## config.mk

```make
export PLATFORM = sky130hd
export DESIGN_NAME = coreTop
export DESIGN_NICKNAME = d
export VERILOG_FILES = /design/src/cpuPkg.sv /design/src/instrDecode.sv /design/src/regFile.sv /design/src/operandStage.sv /design/src/aluStage.sv /design/src/writebackStage.sv /design/src/coreTop.sv
export SDC_FILE = /design/constraint.sdc
export NUM_CORES = 2
export LEC_CHECK = 0
export ABC_CLOCK_PERIOD_IN_PS = 5040
export BUFFER_PORTS_ARGS = -buffer_cell sky130_fd_sc_hd__buf_2
export CELL_PAD_IN_SITES_DETAIL_PLACEMENT = 1
export CELL_PAD_IN_SITES_GLOBAL_PLACEMENT = 2
export CORE_ASPECT_RATIO = 1.2
export CORE_MARGIN = 1.5
export CORE_UTILIZATION = 32
export CTS_BUF_LIST = sky130_fd_sc_hd__clkbuf_8
export DETAILED_ROUTE_END_ITERATION = 12
export PLACE_DENSITY = 0.64
export RECOVER_POWER = 25
export SETUP_SLACK_MARGIN = 0.2
export SLEW_MARGIN = 20
export SYNTH_ARGS = -nofsm -noshare
export SYNTH_HDL_FRONTEND = slang
export SYNTH_HIERARCHICAL = 1
export SYNTH_SLANG_ARGS = --single-unit
```

## constraint.sdc

```tcl
create_clock -name clk -period 5.04 [get_ports clk]
set_clock_uncertainty 0.1 [all_clocks]
set_input_delay 0.504 -clock clk [delete_from_list [all_inputs] [get_ports clk]]
set_output_delay 0.504 -clock clk [all_outputs]
set_load 0.02 [all_outputs]
```

## src/cpuPkg.sv

```systemverilog
// Shared types and encodings for the integer execution pipeline.
// Every stage and the testbench reach these through cpuPkg:: scoped names.
package cpuPkg;

    typedef logic [31:0] wordT;    // data word
    typedef logic [4:0]  regIdxT;  // register number
    typedef logic [3:0]  aluOpT;
    typedef logic [2:0]  excCodeT;

    // alu operation codes
    localparam aluOpT aluAdd  = 4'd0;
    localparam aluOpT aluSub  = 4'd1;
    localparam aluOpT aluSlt  = 4'd2;
    localparam aluOpT aluSltu = 4'd3;
    localparam aluOpT aluAnd  = 4'd4;
    localparam aluOpT aluOr   = 4'd5;
    localparam aluOpT aluXor  = 4'd6;
    localparam aluOpT aluNor  = 4'd7;
    localparam aluOpT aluSll  = 4'd8;
    localparam aluOpT aluSrl  = 4'd9;
    localparam aluOpT aluSra  = 4'd10;
    localparam aluOpT aluLui  = 4'd11;

    // exception codes reported at retirement
    localparam excCodeT excNone     = 3'd0;
    localparam excCodeT excReserved = 3'd1;
    localparam excCodeT excOverflow = 3'd2;
    localparam excCodeT excSyscall  = 3'd3;
    localparam excCodeT excBreak    = 3'd4;

    // operand b source
    localparam logic srcBReg = 1'b0;
    localparam logic srcBImm = 1'b1;

    // shift amount source
    localparam logic shiftImm = 1'b0;  // shamt field
    localparam logic shiftVar = 1'b1;  // low bits of rs

    // immediate extension
    localparam logic extZero = 1'b0;
    localparam logic extSign = 1'b1;

endpackage

```

## src/instrDecode.sv

```systemverilog
// Decode stage. Classifies one instruction per strobe by opcode and function
// and registers the control fields for the operand stage.
`timescale 1ns/10ps

module instrDecode (
    input  logic           clk,
    input  logic           rstN,
    input  logic           instrValid,
    input  cpuPkg::wordT   instr,
    output logic           decValid,
    output cpuPkg::aluOpT  decAluOp,
    output cpuPkg::regIdxT decRs,
    output cpuPkg::regIdxT decRt,
    output cpuPkg::regIdxT decDst,
    output logic           decWrEn,
    output logic           decSrcB,
    output logic           decShiftSel,
    output logic           decExtOp,
    output logic [15:0]    decImm,
    output logic [4:0]     decShamt,
    output logic           decCheckOvf,
    output cpuPkg::excCodeT decExc
);

    logic [5:0]      opcode;
    logic [5:0]      funct;
    cpuPkg::regIdxT  rs;
    cpuPkg::regIdxT  rt;
    cpuPkg::regIdxT  rd;
    logic [4:0]      shamt;
    cpuPkg::aluOpT   shiftOp;
    cpuPkg::aluOpT   aluOp;
    logic            useRd;
    logic            wrEn;
    logic            srcB;
    logic            shiftSel;
    logic            extOp;
    logic            checkOvf;
    cpuPkg::excCodeT exc;

    assign opcode = instr[31:26];
    assign funct  = instr[5:0];
    assign rs     = instr[25:21];
    assign rt     = instr[20:16];
    assign rd     = instr[15:11];
    assign shamt  = instr[10:6];

    // funct[1:0] picks the shift kind in both shift groups
    assign shiftOp = funct[1] ? (funct[0] ? cpuPkg::aluSra : cpuPkg::aluSrl) : cpuPkg::aluSll;

    always_comb begin
        aluOp    = cpuPkg::aluAdd;
        useRd    = 1'b1;
        wrEn     = 1'b1;
        srcB     = cpuPkg::srcBReg;
        shiftSel = cpuPkg::shiftImm;
        extOp    = cpuPkg::extSign;
        checkOvf = 1'b0;
        exc      = cpuPkg::excNone;
        casez (opcode)
            6'b000000: begin // register group
                case (funct)
                    6'b100000: begin // add
                        aluOp    = cpuPkg::aluAdd;
                        checkOvf = 1'b1;
                    end
                    6'b100001: aluOp = cpuPkg::aluAdd; // addu
                    6'b100010: begin // sub
                        aluOp    = cpuPkg::aluSub;
                        checkOvf = 1'b1;
                    end
                    6'b100011: aluOp = cpuPkg::aluSub; // subu
                    6'b101010: aluOp = cpuPkg::aluSlt;
                    6'b101011: aluOp = cpuPkg::aluSltu;
                    6'b100100: aluOp = cpuPkg::aluAnd;
                    6'b100101: aluOp = cpuPkg::aluOr;
                    6'b100110: aluOp = cpuPkg::aluXor;
                    6'b100111: aluOp = cpuPkg::aluNor;
                    6'b000000, 6'b000010, 6'b000011: begin // sll srl sra
                        aluOp = shiftOp;
                        if (rs != 5'd0)
                            exc = cpuPkg::excReserved;
                    end
                    6'b000100, 6'b000110, 6'b000111: begin // sllv srlv srav
                        aluOp    = shiftOp;
                        shiftSel = cpuPkg::shiftVar;
                        if (shamt != 5'd0)
                            exc = cpuPkg::excReserved;
                    end
                    6'b001100: exc = cpuPkg::excSyscall;
                    6'b001101: exc = cpuPkg::excBreak;
                    default:   exc = cpuPkg::excReserved;
                endcase
            end
            6'b001???: begin // immediate group, result goes to rt
                useRd = 1'b0;
                srcB  = cpuPkg::srcBImm;
                case (opcode[2:0])
                    3'b000: begin // addi
                        aluOp    = cpuPkg::aluAdd;
                        checkOvf = 1'b1;
                    end
                    3'b001: aluOp = cpuPkg::aluAdd;  // addiu
                    3'b010: aluOp = cpuPkg::aluSlt;  // slti
                    3'b011: aluOp = cpuPkg::aluSltu; // sltiu, still sign extended
                    3'b100: begin
                        aluOp = cpuPkg::aluAnd;
                        extOp = cpuPkg::extZero;
                    end
                    3'b101: begin
                        aluOp = cpuPkg::aluOr;
                        extOp = cpuPkg::extZero;
                    end
                    3'b110: begin
                        aluOp = cpuPkg::aluXor;
                        extOp = cpuPkg::extZero;
                    end
                    default: begin // lui
                        aluOp = cpuPkg::aluLui;
                        extOp = cpuPkg::extZero;
                    end
                endcase
            end
            default: exc = cpuPkg::excReserved; // loads, branches, cop0 and the rest
        endcase
        if (exc != cpuPkg::excNone)
            wrEn = 1'b0;
    end

    always_ff @(posedge clk) begin
        if (!rstN)
            decValid <= 1'b0;
        else
            decValid <= instrValid;
    end

    always_ff @(posedge clk) begin
        if (instrValid) begin
            decAluOp    <= aluOp;
            decRs       <= rs;
            decRt       <= rt;
            decDst      <= useRd ? rd : rt;
            decWrEn     <= wrEn;
            decSrcB     <= srcB;
            decShiftSel <= shiftSel;
            decExtOp    <= extOp;
            decImm      <= instr[15:0];
            decShamt    <= shamt;
            decCheckOvf <= checkOvf;
            decExc      <= exc;
        end
    end

endmodule

```

## src/regFile.sv

```systemverilog
// 32-entry register file, two read ports and one write port.
// Register zero reads as zero and a same-cycle write is seen by the reads.
`timescale 1ns/10ps

module regFile (
    input  logic           clk,
    input  logic           rstN,
    input  logic           wrEn,
    input  cpuPkg::regIdxT wrIdx,
    input  cpuPkg::wordT   wrData,
    input  cpuPkg::regIdxT rdIdxA,
    input  cpuPkg::regIdxT rdIdxB,
    output cpuPkg::wordT   rdDataA,
    output cpuPkg::wordT   rdDataB
);

    cpuPkg::wordT regs [1:31];

    always_ff @(posedge clk) begin
        if (!rstN) begin
            for (int i = 1; i < 32; i++)
                regs[i] <= '0;
        end else if (wrEn && wrIdx != 5'd0) begin
            regs[wrIdx] <= wrData;
        end
    end

    always_comb begin
        rdDataA = (rdIdxA == 5'd0) ? '0 : regs[rdIdxA];
        rdDataB = (rdIdxB == 5'd0) ? '0 : regs[rdIdxB];
        if (wrEn && wrIdx != 5'd0 && wrIdx == rdIdxA)
            rdDataA = wrData; // write-through
        if (wrEn && wrIdx != 5'd0 && wrIdx == rdIdxB)
            rdDataB = wrData;
    end

endmodule

```

## src/operandStage.sv

```systemverilog
// Operand stage. Reads both sources from the register file, extends the
// immediate into operand b and registers operands and control for the ALU.
`timescale 1ns/10ps

module operandStage (
    input  logic            clk,
    input  logic            rstN,
    input  logic            decValid,
    input  cpuPkg::aluOpT   decAluOp,
    input  cpuPkg::regIdxT  decRs,
    input  cpuPkg::regIdxT  decRt,
    input  cpuPkg::regIdxT  decDst,
    input  logic            decWrEn,
    input  logic            decSrcB,
    input  logic            decShiftSel,
    input  logic            decExtOp,
    input  logic [15:0]     decImm,
    input  logic [4:0]      decShamt,
    input  logic            decCheckOvf,
    input  cpuPkg::excCodeT decExc,
    output cpuPkg::regIdxT  rfIdxA,
    output cpuPkg::regIdxT  rfIdxB,
    input  cpuPkg::wordT    rfDataA,
    input  cpuPkg::wordT    rfDataB,
    output logic            opValid,
    output cpuPkg::wordT    opA,
    output cpuPkg::wordT    opB,
    output cpuPkg::regIdxT  opRs,
    output cpuPkg::regIdxT  opRt,
    output logic [4:0]      opShamt,
    output cpuPkg::aluOpT   opAluOp,
    output cpuPkg::regIdxT  opDst,
    output logic            opWrEn,
    output logic            opCheckOvf,
    output cpuPkg::excCodeT opExc
);

    cpuPkg::wordT immExt;
    logic         useImm;

    assign rfIdxA = decRs;
    assign rfIdxB = decRt;
    assign useImm = (decSrcB == cpuPkg::srcBImm);
    assign immExt = (decExtOp == cpuPkg::extSign) ? {{16{decImm[15]}}, decImm} : {16'd0, decImm};

    always_ff @(posedge clk) begin
        if (!rstN)
            opValid <= 1'b0;
        else
            opValid <= decValid;
    end

    always_ff @(posedge clk) begin
        if (decValid) begin
            opA        <= rfDataA;
            opB        <= useImm ? immExt : rfDataB;
            opRs       <= decRs;
            opRt       <= useImm ? 5'd0 : decRt; // zero index never matches the bypass
            opShamt    <= (decShiftSel == cpuPkg::shiftVar) ? 5'd0 : decShamt;
            opAluOp    <= decAluOp;
            opDst      <= decDst;
            opWrEn     <= decWrEn;
            opCheckOvf <= decCheckOvf;
            opExc      <= decExc;
        end
    end

endmodule

```

## src/aluStage.sv

```systemverilog
// Execute stage. Bypasses from its own result register, runs the ALU
// operation, flags signed overflow and registers the result.
`timescale 1ns/10ps

module aluStage (
    input  logic            clk,
    input  logic            rstN,
    input  logic            opValid,
    input  cpuPkg::wordT    opA,
    input  cpuPkg::wordT    opB,
    input  cpuPkg::regIdxT  opRs,
    input  cpuPkg::regIdxT  opRt,
    input  logic [4:0]      opShamt,
    input  cpuPkg::aluOpT   opAluOp,
    input  cpuPkg::regIdxT  opDst,
    input  logic            opWrEn,
    input  logic            opCheckOvf,
    input  cpuPkg::excCodeT opExc,
    output logic            exValid,
    output cpuPkg::wordT    exResult,
    output cpuPkg::regIdxT  exDst,
    output logic            exWrEn,
    output cpuPkg::excCodeT exExc
);

    logic         fwdOk;
    cpuPkg::wordT a;
    cpuPkg::wordT b;
    cpuPkg::wordT result;
    logic [4:0]   shAmt;
    logic         ovf;

    // previous instruction writes a nonzero register
    assign fwdOk = exValid && exWrEn && exDst != 5'd0;
    assign a     = (fwdOk && exDst == opRs) ? exResult : opA;
    assign b     = (fwdOk && exDst == opRt) ? exResult : opB;

    // decode makes one of the two zero
    assign shAmt = a[4:0] | opShamt;

    always_comb begin
        ovf = 1'b0;
        case (opAluOp)
            cpuPkg::aluAdd: begin
                result = a + b;
                ovf    = (a[31] == b[31]) && (result[31] != a[31]);
            end
            cpuPkg::aluSub: begin
                result = a - b;
                ovf    = (a[31] != b[31]) && (result[31] != a[31]);
            end
            cpuPkg::aluSlt:  result = {31'd0, $signed(a) < $signed(b)};
            cpuPkg::aluSltu: result = {31'd0, a < b};
            cpuPkg::aluAnd:  result = a & b;
            cpuPkg::aluOr:   result = a | b;
            cpuPkg::aluXor:  result = a ^ b;
            cpuPkg::aluNor:  result = ~(a | b);
            cpuPkg::aluSll:  result = b << shAmt;
            cpuPkg::aluSrl:  result = b >> shAmt;
            cpuPkg::aluSra:  result = $unsigned($signed(b) >>> shAmt);
            default:         result = {b[15:0], 16'd0}; // lui
        endcase
    end

    always_ff @(posedge clk) begin
        if (!rstN)
            exValid <= 1'b0;
        else
            exValid <= opValid;
    end

    always_ff @(posedge clk) begin
        if (opValid) begin
            exResult <= result;
            exDst    <= opDst;
            if (opExc == cpuPkg::excNone && opCheckOvf && ovf) begin
                exWrEn <= 1'b0;
                exExc  <= cpuPkg::excOverflow;
            end else begin
                exWrEn <= opWrEn;
                exExc  <= opExc;
            end
        end
    end

endmodule

```

## src/writebackStage.sv

```systemverilog
// Writeback stage. Writes the register file from the execute hand-off and
// registers the retirement and exception outputs.
`timescale 1ns/10ps

module writebackStage (
    input  logic            clk,
    input  logic            rstN,
    input  logic            exValid,
    input  cpuPkg::wordT    exResult,
    input  cpuPkg::regIdxT  exDst,
    input  logic            exWrEn,
    input  cpuPkg::excCodeT exExc,
    output logic            rfWrEn,
    output cpuPkg::regIdxT  rfWrIdx,
    output cpuPkg::wordT    rfWrData,
    output logic            wbValid,
    output cpuPkg::regIdxT  wbDst,
    output cpuPkg::wordT    wbData,
    output logic            excValid,
    output cpuPkg::excCodeT excCode
);

    // register zero and excepting instructions never write
    assign rfWrEn   = exValid && exWrEn && exDst != 5'd0 && exExc == cpuPkg::excNone;
    assign rfWrIdx  = exDst;
    assign rfWrData = exResult;

    always_ff @(posedge clk) begin
        if (!rstN) begin
            wbValid  <= 1'b0;
            excValid <= 1'b0;
        end else begin
            wbValid  <= rfWrEn;
            excValid <= exValid && exExc != cpuPkg::excNone;
        end
    end

    always_ff @(posedge clk) begin
        wbDst   <= exDst;
        wbData  <= exResult;
        excCode <= exExc;
    end

endmodule

```

## src/coreTop.sv

```systemverilog
// Top level of the integer pipeline: decode, operand read, execute and
// writeback around a shared register file. Results retire four cycles after
// the instruction strobe.
`timescale 1ns/10ps

module coreTop (
    input  logic            clk,
    input  logic            rstN,
    input  logic            instrValid,
    input  cpuPkg::wordT    instr,
    output logic            wbValid,
    output cpuPkg::regIdxT  wbDst,
    output cpuPkg::wordT    wbData,
    output logic            excValid,
    output cpuPkg::excCodeT excCode
);

    logic            decValid;
    cpuPkg::aluOpT   decAluOp;
    cpuPkg::regIdxT  decRs;
    cpuPkg::regIdxT  decRt;
    cpuPkg::regIdxT  decDst;
    logic            decWrEn;
    logic            decSrcB;
    logic            decShiftSel;
    logic            decExtOp;
    logic [15:0]     decImm;
    logic [4:0]      decShamt;
    logic            decCheckOvf;
    cpuPkg::excCodeT decExc;

    cpuPkg::regIdxT  rfIdxA;
    cpuPkg::regIdxT  rfIdxB;
    cpuPkg::wordT    rfDataA;
    cpuPkg::wordT    rfDataB;
    logic            rfWrEn;
    cpuPkg::regIdxT  rfWrIdx;
    cpuPkg::wordT    rfWrData;

    logic            opValid;
    cpuPkg::wordT    opA;
    cpuPkg::wordT    opB;
    cpuPkg::regIdxT  opRs;
    cpuPkg::regIdxT  opRt;
    logic [4:0]      opShamt;
    cpuPkg::aluOpT   opAluOp;
    cpuPkg::regIdxT  opDst;
    logic            opWrEn;
    logic            opCheckOvf;
    cpuPkg::excCodeT opExc;

    logic            exValid;
    cpuPkg::wordT    exResult;
    cpuPkg::regIdxT  exDst;
    logic            exWrEn;
    cpuPkg::excCodeT exExc;

    instrDecode decode0 (
        .clk(clk), .rstN(rstN), .instrValid(instrValid), .instr(instr),
        .decValid(decValid), .decAluOp(decAluOp), .decRs(decRs), .decRt(decRt),
        .decDst(decDst), .decWrEn(decWrEn), .decSrcB(decSrcB),
        .decShiftSel(decShiftSel), .decExtOp(decExtOp), .decImm(decImm),
        .decShamt(decShamt), .decCheckOvf(decCheckOvf), .decExc(decExc)
    );

    regFile regFile0 (
        .clk(clk), .rstN(rstN), .wrEn(rfWrEn), .wrIdx(rfWrIdx), .wrData(rfWrData),
        .rdIdxA(rfIdxA), .rdIdxB(rfIdxB), .rdDataA(rfDataA), .rdDataB(rfDataB)
    );

    operandStage operand0 (
        .clk(clk), .rstN(rstN), .decValid(decValid), .decAluOp(decAluOp),
        .decRs(decRs), .decRt(decRt), .decDst(decDst), .decWrEn(decWrEn),
        .decSrcB(decSrcB), .decShiftSel(decShiftSel), .decExtOp(decExtOp),
        .decImm(decImm), .decShamt(decShamt), .decCheckOvf(decCheckOvf),
        .decExc(decExc), .rfIdxA(rfIdxA), .rfIdxB(rfIdxB), .rfDataA(rfDataA),
        .rfDataB(rfDataB), .opValid(opValid), .opA(opA), .opB(opB), .opRs(opRs),
        .opRt(opRt), .opShamt(opShamt), .opAluOp(opAluOp), .opDst(opDst),
        .opWrEn(opWrEn), .opCheckOvf(opCheckOvf), .opExc(opExc)
    );

    aluStage alu0 (
        .clk(clk), .rstN(rstN), .opValid(opValid), .opA(opA), .opB(opB),
        .opRs(opRs), .opRt(opRt), .opShamt(opShamt), .opAluOp(opAluOp),
        .opDst(opDst), .opWrEn(opWrEn), .opCheckOvf(opCheckOvf), .opExc(opExc),
        .exValid(exValid), .exResult(exResult), .exDst(exDst), .exWrEn(exWrEn),
        .exExc(exExc)
    );

    writebackStage writeback0 (
        .clk(clk), .rstN(rstN), .exValid(exValid), .exResult(exResult),
        .exDst(exDst), .exWrEn(exWrEn), .exExc(exExc), .rfWrEn(rfWrEn),
        .rfWrIdx(rfWrIdx), .rfWrData(rfWrData), .wbValid(wbValid), .wbDst(wbDst),
        .wbData(wbData), .excValid(excValid), .excCode(excCode)
    );

endmodule

```

* After elaboration in Yosys (flattened, before gate mapping) *
Memory sizes are Yosys's and may differ from the RTL's. A register that Yosys moved wholly into a read port is not among the register bits.
Cells that the tools add are included.

operators by class
  add/sub/neg operators = 2
  order comparisons = 2
  equality and inequality tests = 42
  shift-type cells = 3
  muxes and demuxes = 36
  bitwise gates (word level) = 5
  reductions and logical operators = 35

operators with widths
  operator                                                          count
  32-bit case mux with 11 select lines                              1
  32-bit two-way mux                                                9
  32-bit < comparator                                               2
  6-bit == test (second input constant)                             10
  32-bit adder                                                      1
  32-bit bitwise AND                                                1
  32-bit NOT                                                        1
  32-bit bitwise OR                                                 1
  4-bit case mux with 8 select lines                                1
  32-bit OR reduction                                               1
  32-bit by 5-bit left shift with 32-bit output                     1
  32-bit by 5-bit right shift with 32-bit output                    1
  32-bit by 5-bit >>> shifter with 32-bit output                    1
  32-bit subtractor                                                 1
  32-bit XOR                                                        1
  4-bit case mux with 6 select lines                                1
  5-bit == test                                                     4
  5-bit two-way mux                                                 4
  6-bit by 3-bit == test with 1-bit output (second input constant)  3
  4-bit by 3-bit == test with 1-bit output (second input constant)  4
  3-bit case mux with 5 select lines                                1
  5-bit nonzero test                                                3
  1-bit logical AND                                                 13
  1-bit two-way mux                                                 13
  26 further kinds                                                  46

storage, ports and cells
  register bits = 227
  RAM bits = 992
  bits of input ports = 35
  memories kept = 1

memory list
  name           words  bits a word  read ports  clocked after Yosys merged registers in  wr ports  RTL line       RTL
  regFile0.regs  31     32           2           2                                        31        regFile.sv:17  cpuPkg::wordT regs [1:31];

* Longest topological paths before layout *
  depth after elaboration = 9
  depth in mapped cells = 20

* Hierarchy *
The synthesis kept the hierarchy.

by module, submodules not included
  module          instances  cells each  area each (sq um)
  regFile         1          3,868       55,137.9
  aluStage        1          1,928       13,010.0
  operandStage    1          169         3,365.7
  instrDecode     1          112         1,754.2
  writebackStage  1          87          1,169.9

* Worst setup path after synthesis *
No wires, ideal clock.

  path kind = register -> register
  from = register alu0.exDst[4]
  to = register alu0.exResult[31], data pin
  data arrival time = 4,855 ps
  required time = 4,679 ps
  setup slack = -176 ps
  cell stages (with the launch flop) = 19
  path buffers = 3
  period minus slack after synthesis = 5,216 ps
  cell sequence = edfxtp_1 -> clkbuf_2 -> xnor2_1 -> nand4_1 -> nor2_1 -> buf_2 -> buf_1 -> mux2_2 -> ha_1 -> nor2b_1 -> o211a_1 -> o311ai_0 -> o211ai_1 -> a311o_1 -> a31o_2 -> a2111oi_0 -> o21a_1 -> nor3_1 -> o32a_1

on the way
  word-level cells in the longest chain between the ends = 7

ends and longest elaborated chain
  what                                                       RTL line        RTL
  from (decl)                                                aluStage.sv:21  output cpuPkg::regIdxT exDst,
  from (signal assigned)                                     aluStage.sv:75  exDst <= opDst;
  branches (longest 6 deep; another with 32-bit subtractor)  -
  32-bit case mux with 11 select lines *                     aluStage.sv:43  case (opAluOp)
  net alu0.result[31]                                        aluStage.sv:29  cpuPkg::wordT result;
  to (signal assigned)                                       aluStage.sv:74  exResult <= result;
  to (decl)                                                  aluStage.sv:20  output cpuPkg::wordT exResult,

Mark *: on every way through the listed nets, which the timed path passes.
A chain may end at the register's enable or synchronous reset.

* Worst setup path after layout *
  from = register alu0.exResult[7]
  to = register alu0.exResult[26], data pin

on the way
  word-level cells in the longest chain between the ends = 3

ends and longest elaborated chain
  what                                       RTL line                        RTL
  32-bit two-way mux (on tied branches)      aluStage.sv:35, aluStage.sv:36
  32-bit subtractor (tied with other cells)  aluStage.sv:49                  result = a - b;
  32-bit case mux with 11 select lines *     aluStage.sv:43
  net alu0.result[26]                        aluStage.sv:29

Mark *: on every way through the listed nets, which the timed path passes. The rest lies on a longest branch.

==> results.json <==
{
  "syn_inst": 6164,
  "place_area_mm2": 0.0820,
  "io_pins": 77,
  "setup_tns_ns": -0.102,
  "crit_required_ns": 5.71,
  "slew_viol_final": 1115,
  "instances_no_fill": 9767,
  "grt_max_degree": 123,
  "startpoint": "alu0/exResult[7]",
  "drt-wirelength-per-cell_um": 35.5,
  "port-buffer-count": 76,
  "synth_cell_types": 98,
  "placedCellCount": 9307,
  "cts_buffer_depth": 4,
  "end_kind": "flip-flop",
  "ys.flop_type": "edfxtp_1",
  "intPower_uw": 18500,
  "outcome": "finished with violations",
  "synth_area_mm2": 0.0744,
  "start_util": 0.322,
  "cts_tree": "yes",
  "cts.sinks": 1246,
  "timing.rr.start": "alu0/exResult[7]",
  "cts_buffers": 218,
  "clockRootBuffer": "clkbuf_8",
  "grt_util_all_layers": 0.287,
  "synth_seq_cells": 1246,
  "layout_commonest_cell": "edfxtp_1",
  "yosys_warnings": 6,
  "worst_pin_slew_ns": 3.44,
  "power_density_mw_per_mm2": 308,
  "ys_seq_area_frac": 0.497,
  "routed_wl_um": 347000,
  "synth_area_per_cell_um2": 12.1,
  "grt_pass1_vias": 58644,
  "pwr-share-clk": 0.336,
  "grt_setup_unrepaired": "yes",
  "min_path_type": "in2reg",
  "drcViolationCount": 0,
  "dr.pass1.iters": 5,
  "num_rows": 193,
  "htreeDepth": 4,
  "hold_viol": 0,
  "path_max_fanout": 40,
  "fp.dieW_um": 443,
  "die_area_mm2": 0.236,
  "path_clk_slew_ns": 0.07,
  "synthArstFlopShare": 0,
  "post-place-ws_ns": -0.122,
  "worstSetupStartpointType": "flip-flop",
  "violations": "max-capacitance violations, max-slew violations, negative setup slack",
  "p_seq_frac": 0.450,
  "place.gp.congestion": 1.00,
  "fmax_mhz": 194,
  "design_area_mm2": 0.0871,
  "syn_to_final_growth_pct": 17.0,
  "drive_gt1_frac": 0.245,
  "min_period_ns": 5.14,
  "worst_slack_ns": -0.102,
  "drv_cap": 29,
  "drtAntennaViolNets": 0,
  "p_leak_uw": 0.0324,
  "coreArea_mm2": 0.231,
  "holdWs_ns": 0.179,
  "vias": 57795,
  "p_switching_uw": 8400,
  "share_comb_of_total_power": 0.214,
  "critical_path_class": "reg2reg",
  "antenna_found_initial": 38,
  "hpwl_um": 240000,
  "fill_cells": 24518,
  "cp.arrival_ns": 5.81,
  "clkLatencyLatePin_ns": 0.98,
  "layout_common_cells": "edfxtp_1, and2_1, buf_4",
  "grt_pass1_wl_um": 477000,
  "post-route-period-util": 1.02,
  "die_height_um": 531,
  "overflow": 0,
  "dr.first_iter.drc_count": 5637,
  "relSlewSlack": -1.29,
  "layout.nets": 6700,
  "detail_route.vias_per_cell": 5.92,
  "min_from": "instr[25]",
  "peakVddDrop_mv": 0.176,
  "finalSetupViolCount": 1,
  "synth_edf_count": 1201,
  "swShare": 0.313
}
==> Yosys cell counts (120+ instances only) <==
cell type | instances | share of area
edfxtp_1 | 1201 | 0.48
and2_1 | 1010 | 0.085
clkbuf_1 | 395 | 0.020
mux2i_1 | 372 | 0.050
mux4_2 | 366 | 0.11
nand2_1 | 337 | 0.017
o21ai_0 | 248 | 0.017
nor2_1 | 213 | 0.011
a21oi_1 | 186 | 0.013
buf_2 | 137 | 0.0092
nand3_1 | 129 | 0.0087
inv_1 | 120 | 0.0061
==> power groups by stage <==
| stage | clock network (uW) | registers (uW) | logic (uW) |
|---|---|---|---|
| after floorplan | 0 | 12200 | 2910 |
| after global placement | 0 | 12300 | 5360 |
| after detailed placement | 0 | 12300 | 5390 |
| after CTS | 9260 | 12100 | 5500 |
| after global routing | 9590 | 12100 | 5920 |
| final | 9030 | 12100 | 5740 |
==> sequential cells by signal (all words and copies together), names as in the netlist, 16 cells and up <==
signal,flops
regFile0/regs,1024
alu0/exResult,32
operand0/opB,32
writeback0/wbData,32
operand0/opA,32
decode0/decImm,16
==> worst paths after layout <==
path	slack, ns	cells after the start	end
worst max-delay path	-0.10	9	alu0/exResult[26]
worst min-delay path	0.18	2	decode0/decRs[4]
worst max register to register	-0.10	9	alu0/exResult[26]
worst min register to register	0.27	0	writeback0/excCode[2]
==> cell families (layout without fill, tap and decap cells) <==
kind of cell / count (synthesis) / after routing / share of synthesized area
simple gates: 1910 / 1910 / 0.140
flops: 1246 / 1246 / 0.497
compound gates: 1222 / 1222 / 0.114
mux: 860 / 860 / 0.180
buf+inv: 771 / 1296 / 0.0460
fa+ha+maj: 103 / 103 / 0.0175
xor+xnor: 51 / 51 / 0.00600
other cells: 1 / 57 / 0.0000504
==> metal layers <==
| layer | vias up | share of wire | GRT usage | wire length (um) |
|---|---|---|---|---|
| met3 | 740 | 0.069 | 0.0466 | 24100 |
| met5 | - | 0.000066 | 0 | 23 |
| li1 | 24152 | - | - | - |
| met4 | 4 | 0.073 | 0.180 | 25300 |
| met1 | 30257 | 0.39 | 0.356 | 135000 |
| met2 | 2642 | 0.47 | 0.466 | 162000 |
==> per-stage QoR <==
step                total power [uW]  utilization
floorplan                      15100            -
global placement               17600        0.355
detailed placement             17700        0.355
CTS                            26800        0.376
global route                   27600        0.377
finish                         26900        0.377
==> cell type report <==
cell class / instances / area [um2] / share of cell area
Sequential cell: 1246 / 37000 / 0.425
Multi-Input combinational cell: 4178 / 35500 / 0.408
Timing Repair Buffer: 797 / 6330 / 0.0727
Tap cell: 3022 / 3780 / 0.0434
Clock buffer: 227 / 3120 / 0.0359
Clock inverter: 151 / 851 / 0.00977
Inverter: 121 / 457 / 0.00525
Antenna cell: 25 / 62.6 / 0.000719
==> worst max-delay path, cell delays in order (launching register included) <==
cell      delay, ns
edfxtp_1       0.55
clkbuf_1       2.12
and3_1         0.45
a211oi_1       0.08
o21ai_0        0.32
nor4b_2        0.63
and2_1         0.23
o31ai_1        0.09
buf_4          0.19
a32oi_1        0.20
==> what timing repair did <==
item,4_1_cts,5_1_grt
gates cloned,0,0
hold endpoints to repair,47,25
hold buffers,36,1
pin swaps,13,34
buffers inserted,6,11
resized for setup,59,116
setup endpoints to repair,21,26
Power figures use the tool's default switching activity.
